--- config.mk ---
export PLATFORM = sky130hd
export DESIGN_NAME = uartTop
export DESIGN_NICKNAME = d
export VERILOG_FILES = /design/src/rtl/uartFramePkg.sv /design/src/rtl/uartStatePkg.sv /design/src/rtl/uartRx.sv /design/src/rtl/uartTop.sv /design/src/rtl/uartTx.sv
export SDC_FILE = /design/constraint.sdc
export NUM_CORES = 1
export LEC_CHECK = 0
export CAP_MARGIN = 5
export CELL_PAD_IN_SITES_DETAIL_PLACEMENT = 2
export CELL_PAD_IN_SITES_GLOBAL_PLACEMENT = 2
export CORE_MARGIN = 4
export CORE_UTILIZATION = 44
export CTS_BUF_LIST = sky130_fd_sc_hd__clkbuf_16
export DETAILED_ROUTE_END_ITERATION = 8
export DONT_BUFFER_PORTS = 1
export PLACE_DENSITY = 0.89
export SLEW_MARGIN = 20
export SYNTH_ARGS = -nofsm -noshare
export SYNTH_HDL_FRONTEND = slang
export SYNTH_SLANG_ARGS = --single-unit
--- constraint.sdc ---
create_clock -name clk -period 3.9 [get_ports clk]
set_input_delay 0.78 -clock clk [delete_from_list [all_inputs] [get_ports clk]]
set_output_delay 0.78 -clock clk [all_outputs]
set_load 0.03 [all_outputs]
--- src/rtl/uartFramePkg.sv ---
package uartFramePkg;

    // ~~~~~~~~~~~~~~~~~~~~~~~~~~~~~~~~~~~~~~~~~~~~~~~~~~~~~~~~~~~~~~~~~~~~~~
    // Frame format: 1 start bit, 8 data bits LSB first, 1 stop bit.
    // ~~~~~~~~~~~~~~~~~~~~~~~~~~~~~~~~~~~~~~~~~~~~~~~~~~~~~~~~~~~~~~~~~~~~~~

    localparam int DataBits = 8;                // Data bits per frame.

    typedef logic [DataBits-1:0] uartByte_t;

    // Clocks per bit, truncated to a whole number of cycles.
    function automatic logic [31:0] bitPeriod(
        input int unsigned clkFreqMhz,
        input int unsigned baudRate
    );
        longint unsigned clkHz;
        clkHz = longint'(clkFreqMhz) * 64'd1000000;
        return 32'(clkHz / baudRate);
    endfunction

endpackage

--- src/rtl/uartStatePkg.sv ---
package uartStatePkg;

    // ~~~~~~~~~~~~~~~~~~~~~~~~~~~~~~~~~~~~~~~~~~~~~~~~~~~~~~~~~~~~~~~~~~~~~~
    // Transmitter states
    // ~~~~~~~~~~~~~~~~~~~~~~~~~~~~~~~~~~~~~~~~~~~~~~~~~~~~~~~~~~~~~~~~~~~~~~

    typedef enum logic [2:0] {
        TxIdle     = 3'd0,                      // Line high, ready high.
        TxStartBit = 3'd1,
        TxDataBit  = 3'd2,
        TxStopBit  = 3'd3,
        TxGuard    = 3'd4                       // Gap before ready rises.
    } txState_t;

    // ~~~~~~~~~~~~~~~~~~~~~~~~~~~~~~~~~~~~~~~~~~~~~~~~~~~~~~~~~~~~~~~~~~~~~~
    // Receiver states
    // ~~~~~~~~~~~~~~~~~~~~~~~~~~~~~~~~~~~~~~~~~~~~~~~~~~~~~~~~~~~~~~~~~~~~~~

    typedef enum logic [2:0] {
        RxIdle       = 3'd0,                    // Waiting for a low level.
        RxStartCheck = 3'd1,                    // Half period to mid start bit.
        RxDataBit    = 3'd2,
        RxStopBit    = 3'd3
    } rxState_t;

endpackage

--- src/rtl/uartRx.sv ---
module uartRx #(
    parameter int unsigned ClkFreqMhz = 27,
    parameter int unsigned BaudRate   = 115200
) (
    input  logic                    clk,
    input  logic                    rst,
    input  logic                    rxd,
    output uartFramePkg::uartByte_t rxData,
    output logic                    rxValid,
    output logic                    frameError
);

    import uartFramePkg::*;
    import uartStatePkg::*;

    localparam logic [31:0] Period = bitPeriod(ClkFreqMhz, BaudRate);
    localparam int CntW = $clog2(Period);
    localparam int IdxW = $clog2(DataBits);

    localparam logic [CntW-1:0] LastCnt = CntW'(Period - 1);
    localparam logic [CntW-1:0] HalfCnt = CntW'((Period / 2) - 1);
    localparam logic [IdxW-1:0] LastIdx = IdxW'(DataBits - 1);

    logic            rxMeta;
    logic            rxSync;
    rxState_t        state;
    logic [CntW-1:0] cnt;
    logic [IdxW-1:0] bitIdx;
    uartByte_t       shiftReg;
    logic            sampleBit;                 // Data sample point this cycle.

    // ~~~~~~~~~~~~~~~~~~~~~~~~~~~~~~~~~~~~~~~~~~~~~~~~~~~~~~~~~~~~~~~~~~~~~~
    // Input synchronizer
    // ~~~~~~~~~~~~~~~~~~~~~~~~~~~~~~~~~~~~~~~~~~~~~~~~~~~~~~~~~~~~~~~~~~~~~~

    always_ff @(posedge clk) begin
        if (rst) begin
            rxMeta <= 1'b1;
            rxSync <= 1'b1;
        end else begin
            rxMeta <= rxd;
            rxSync <= rxMeta;
        end
    end

    // ~~~~~~~~~~~~~~~~~~~~~~~~~~~~~~~~~~~~~~~~~~~~~~~~~~~~~~~~~~~~~~~~~~~~~~
    // Frame FSM
    // ~~~~~~~~~~~~~~~~~~~~~~~~~~~~~~~~~~~~~~~~~~~~~~~~~~~~~~~~~~~~~~~~~~~~~~

    assign sampleBit = (state == RxDataBit) && (cnt == LastCnt);

    always_ff @(posedge clk) begin
        if (rst) begin
            state      <= RxIdle;
            cnt        <= '0;
            bitIdx     <= '0;
            rxData     <= '0;
            rxValid    <= 1'b0;
            frameError <= 1'b0;
        end else begin
            rxValid    <= 1'b0;                 // Pulses last one cycle.
            frameError <= 1'b0;
            case (state)
                RxIdle: begin
                    cnt <= '0;
                    if (!rxSync) begin
                        state <= RxStartCheck;
                    end
                end
                RxStartCheck: begin
                    if (cnt == HalfCnt) begin
                        cnt    <= '0;
                        bitIdx <= '0;
                        // Still low at mid start bit, else a glitch.
                        state  <= rxSync ? RxIdle : RxDataBit;
                    end else begin
                        cnt <= cnt + 1'b1;
                    end
                end
                RxDataBit: begin
                    if (cnt == LastCnt) begin
                        cnt <= '0;
                        if (bitIdx == LastIdx) begin
                            state <= RxStopBit;
                        end else begin
                            bitIdx <= bitIdx + 1'b1;
                        end
                    end else begin
                        cnt <= cnt + 1'b1;
                    end
                end
                RxStopBit: begin
                    if (cnt == LastCnt) begin
                        cnt   <= '0;
                        state <= RxIdle;
                        if (rxSync) begin
                            rxData  <= shiftReg;
                            rxValid <= 1'b1;
                        end else begin
                            frameError <= 1'b1;     // Old byte stays on rxData.
                        end
                    end else begin
                        cnt <= cnt + 1'b1;
                    end
                end
                default: begin
                    state <= RxIdle;
                end
            endcase
        end
    end

    // Shift in from the top so the first bit ends up as the LSB.
    always_ff @(posedge clk) begin
        if (sampleBit) begin
            shiftReg <= {rxSync, shiftReg[DataBits-1:1]};
        end
    end

endmodule

--- src/rtl/uartTop.sv ---
module uartTop #(
    parameter int unsigned ClkFreqMhz = 27,
    parameter int unsigned BaudRate   = 115200
) (
    input  logic                    clk,
    input  logic                    rst,
    input  logic                    start,
    input  uartFramePkg::uartByte_t txData,
    output logic                    txd,
    output logic                    ready,
    input  logic                    rxd,
    output uartFramePkg::uartByte_t rxData,
    output logic                    rxValid,
    output logic                    frameError
);

    // ~~~~~~~~~~~~~~~~~~~~~~~~~~~~~~~~~~~~~~~~~~~~~~~~~~~~~~~~~~~~~~~~~~~~~~
    // Transmit and receive paths are independent.
    // ~~~~~~~~~~~~~~~~~~~~~~~~~~~~~~~~~~~~~~~~~~~~~~~~~~~~~~~~~~~~~~~~~~~~~~

    uartTx #(
        .ClkFreqMhz(ClkFreqMhz),
        .BaudRate  (BaudRate)
    ) txInst (
        .clk   (clk),
        .rst   (rst),
        .start (start),
        .txData(txData),
        .txd   (txd),
        .ready (ready)
    );

    uartRx #(
        .ClkFreqMhz(ClkFreqMhz),
        .BaudRate  (BaudRate)
    ) rxInst (
        .clk       (clk),
        .rst       (rst),
        .rxd       (rxd),
        .rxData    (rxData),
        .rxValid   (rxValid),
        .frameError(frameError)
    );

endmodule

--- src/rtl/uartTx.sv ---
module uartTx #(
    parameter int unsigned ClkFreqMhz = 27,
    parameter int unsigned BaudRate   = 115200
) (
    input  logic                   clk,
    input  logic                   rst,
    input  logic                   start,
    input  uartFramePkg::uartByte_t txData,
    output logic                   txd,
    output logic                   ready
);

    import uartFramePkg::*;
    import uartStatePkg::*;

    localparam logic [31:0] Period = bitPeriod(ClkFreqMhz, BaudRate);
    localparam int CntW = $clog2(Period);
    localparam int IdxW = $clog2(DataBits);

    localparam logic [CntW-1:0] LastCnt = CntW'(Period - 1);
    localparam logic [IdxW-1:0] LastIdx = IdxW'(DataBits - 1);

    txState_t        state;
    logic [CntW-1:0] cnt;                       // Clocks within the current bit.
    logic [IdxW-1:0] bitIdx;
    uartByte_t       dataCopy;

    // ~~~~~~~~~~~~~~~~~~~~~~~~~~~~~~~~~~~~~~~~~~~~~~~~~~~~~~~~~~~~~~~~~~~~~~
    // Frame FSM
    // ~~~~~~~~~~~~~~~~~~~~~~~~~~~~~~~~~~~~~~~~~~~~~~~~~~~~~~~~~~~~~~~~~~~~~~

    always_ff @(posedge clk) begin
        if (rst) begin
            state  <= TxIdle;
            cnt    <= '0;
            bitIdx <= '0;
            txd    <= 1'b1;                     // Idle line is high.
            ready  <= 1'b1;
        end else begin
            case (state)
                TxIdle: begin
                    if (start) begin
                        ready <= 1'b0;
                        cnt   <= '0;
                        state <= TxStartBit;
                    end
                end
                TxStartBit: begin
                    txd <= 1'b0;
                    if (cnt == LastCnt) begin
                        cnt    <= '0;
                        bitIdx <= '0;
                        state  <= TxDataBit;
                    end else begin
                        cnt <= cnt + 1'b1;
                    end
                end
                TxDataBit: begin
                    txd <= dataCopy[bitIdx];    // LSB goes out first.
                    if (cnt == LastCnt) begin
                        cnt <= '0;
                        if (bitIdx == LastIdx) begin
                            state <= TxStopBit;
                        end else begin
                            bitIdx <= bitIdx + 1'b1;
                        end
                    end else begin
                        cnt <= cnt + 1'b1;
                    end
                end
                TxStopBit: begin
                    txd <= 1'b1;
                    if (cnt == LastCnt) begin
                        cnt   <= '0;
                        state <= TxGuard;
                    end else begin
                        cnt <= cnt + 1'b1;
                    end
                end
                TxGuard: begin
                    // One full cycle after the stop bit, then ready.
                    if (cnt != '0) begin
                        ready <= 1'b1;
                        cnt   <= '0;
                        state <= TxIdle;
                    end else begin
                        cnt <= cnt + 1'b1;
                    end
                end
                default: begin
                    state <= TxIdle;
                    txd   <= 1'b1;
                    ready <= 1'b1;
                end
            endcase
        end
    end

    // Byte is captured only when a start is accepted.
    always_ff @(posedge clk) begin
        if (state == TxIdle && start) begin
            dataCopy <= txData;
        end
    end

endmodule

==> reports/metrics.cfg <==
[global_route]
grt_pass1_wl_um = 10800
grt_pass1_vias = 2059
grt_max_degree = 28
track_usage = 0.193
antenna_found_initial = 0
grt.overflow.total = 0

[job]
maxCapViolations = 0

[detailed_routing]
wl_um = 6320
num_vias = 1828
drt_iter0_markers = 112
post-route-drc-count = 0
ant_nets = 0
first_pass_iters = 4
viasPerCell = 5.71
wire_per_inst_um = 19.8

[timing]
finClkSkew_ns = 0.00639
setup_viol = 0
finalHoldViolCount = 0
hold_slack_ns = 0.414
setup_ws_ns = 1.77
timing.final.crit_share = 0.547
fmax_mhz = 469
slew_headroom = 0.340
slew_viol_final = 0
rsz0062_at_grt = no
tns_ns = 0
min_period_ns = 2.13
tightest_slew_ns = 0.981

[place]
gp_congestion = 0.827
place_ws_ns = 1.73
port_buffers = 0
dpl.hpwl_um = 3920

[yosys]
yosys_register_bits = 57
syn_area_um2 = 2540
synth_nets = 263
synth.distinct_cells = 53
synthCells = 241
yosysWarnings = 0
synth_flop_cell = dfxtp_1
async_flop_share = 0
synth.avg_cell_area_um2 = 10.5
synth-edff-count = 16
ys_seq_area_frac = 0.513

[clock_tree]
ctsResizeCount = 0
cts_max_path_buffers = 2
cts_htree_levels = 3
clock_latency_ns = 0.32
cts_hold_buf = 0
cts_tree = built
post_cts_buffers = 0
cts.sinks = 57
root_buffer = clkbuf_16
numCtsBuffers = 9
path_clk_slew_ns = 0.05

[finish]
drive_gt1_frac = 0.101
n_antenna_cell = 0
fillCellCount = 568
final_cell_mix = dfxtp_1 (41), nor2_1 (29), edfxtp_1 (16)
final_nets = 265
layout_commonest_cell = dfxtp_1
area_delta_synth_final_pct = 12.6

[power_and_ir_drop]
p_sw_w = 0.000402
p_int_w = 0.00112
power_frac_comb = 0.090
seqPwrFrac = 0.453
p_per_area_nw_per_um2 = 531
pwr-share-clk = 0.458
p_leak_nw = 0.953
vdd_drop_max_uv = 250
netSwitchingFraction = 0.265

[run_status]
status = finished clean

[worst_setup_path]
cp-end-kind = flop
cpMostUsedCell = ha_1
crit_chain = ha_1 -> ha_1 -> or3b_2 -> a2111o_1 -> a22oi_1 -> nor2_1
max_stage_delay_ns = 0.47
crit_fanout = 4
worstSetupStartpointType = flop
crit_arrival_ns = 2.34
worst-setup-path-type = reg -> reg
slowest_stage = or3b_2
worstPathRequired_ns = 4.11

[die]
start_util = 0.458
fp.dieH_um = 84.0
die_w_um = 84.0
pin_count = 24
row_count = 27
core_um2 = 5540
die_area_um2 = 7050

[worst_hold_path]
holdCritPathClass = reg -> reg

-- cell usage after synthesis (6+ instances only) --
library cell  number  area (um^2)
inv_1             10         37.5
nand2_1           12         45.0
clkbuf_1           7         26.3
nand3_1           11         55.1
xnor2_1            7         61.3
nor2_1            29          109
nor3_1             6         30.0
ha_1              10          125
a21oi_1           11         55.1
mux2i_1            9         90.1
edfxtp_1          16          480
dfxtp_1           41          821
-- sequential cells by signal, indices dropped and copies added, names as in the netlist, 3 cells and up --
register and cells:
rxInst.cnt 8, rxInst.rxData 8, rxInst.shiftReg 8, txInst.cnt 8, txInst.dataCopy 8, rxInst.bitIdx 3, txInst.bitIdx 3, txInst.state 3
-- logic make-up (layout without fill, tap and decap cells) --
kind of cell	after synthesis	in the layout	synth area share
simple gates	93	93	0.200
flops	57	57	0.513
mux	11	11	0.0532
compound gates	41	41	0.118
fa+ha+maj	10	10	0.0493
xor+xnor	9	9	0.0311
buf+inv	20	27	0.0360
-- worst paths after layout --
path / startpoint / end / slack (ns) / depth (start not counted)
max: txInst.bitIdx[0]$_SDFFE_PP0P_ / txInst.bitIdx[2]$_SDFFE_PP0P_ / 1.77 / 6
min: rxInst.rxMeta$_SDFF_PP1_ / rxInst.rxSync$_SDFF_PP1_ / 0.41 / 1
max reg2reg: txInst.bitIdx[0]$_SDFFE_PP0P_ / txInst.bitIdx[2]$_SDFFE_PP0P_ / 1.77 / 6
min reg2reg: rxInst.rxMeta$_SDFF_PP1_ / rxInst.rxSync$_SDFF_PP1_ / 0.41 / 1
-- power groups by stage --
| stage | sequential (W) | combinational, W | clock [W] |
|---|---|---|---|
| 6_report | 0.000687 | 0.000136 | 0.000694 |
| 5_1_grt | 0.000692 | 0.000152 | 0.000740 |
| 4_1_cts | 0.000687 | 0.000134 | 0.000710 |
| 3_5_place_dp | 0.000698 | 0.000125 | 0 |
| 3_3_place_gp | 0.000696 | 0.000120 | 0 |
| 2_1_floorplan | 0.000683 | 0.000121 | 0 |
-- routing by layer --
layer,vias to the layer above,global-route usage,wire (um)
met5,-,0,0
met4,0,0.0439,57
met3,7,0.0632,190
met2,25,0.327,3120
met1,915,0.238,2950
li1,881,-,-
-- per-stage QoR --
stage                util  instances  total power, W  cell area [um^2]
global placement    0.466        304        0.000815              2580
CTS                 0.514        320         0.00153              2850
floorplan               -        241        0.000804              2540
global route        0.516        320         0.00158              2860
finish              0.516        320         0.00152              2860
detailed placement  0.466        304        0.000824              2580
-- worst max-delay path: cells and delay by family (launching register included) --
kind                       cells  cell delay (ns)
adders and majority gates      2             0.43
DFF                            1             0.36
and+or+nand+nor                2             0.53
AOI/OAI and AO/OA              2             0.70
-- cell type report --
class                   instances  area, um^2  area share
clock buffers                   9         225      0.0788
clock inverters                 7        40.0      0.0140
inverters                      10        37.5      0.0131
multi-input cells             164        1160       0.405
flip-flops and latches         57        1300       0.455
well taps                      72        90.1      0.0315
repair buffers                  1        7.51     0.00263
Note: power is estimated with default switching activity, not from simulation.
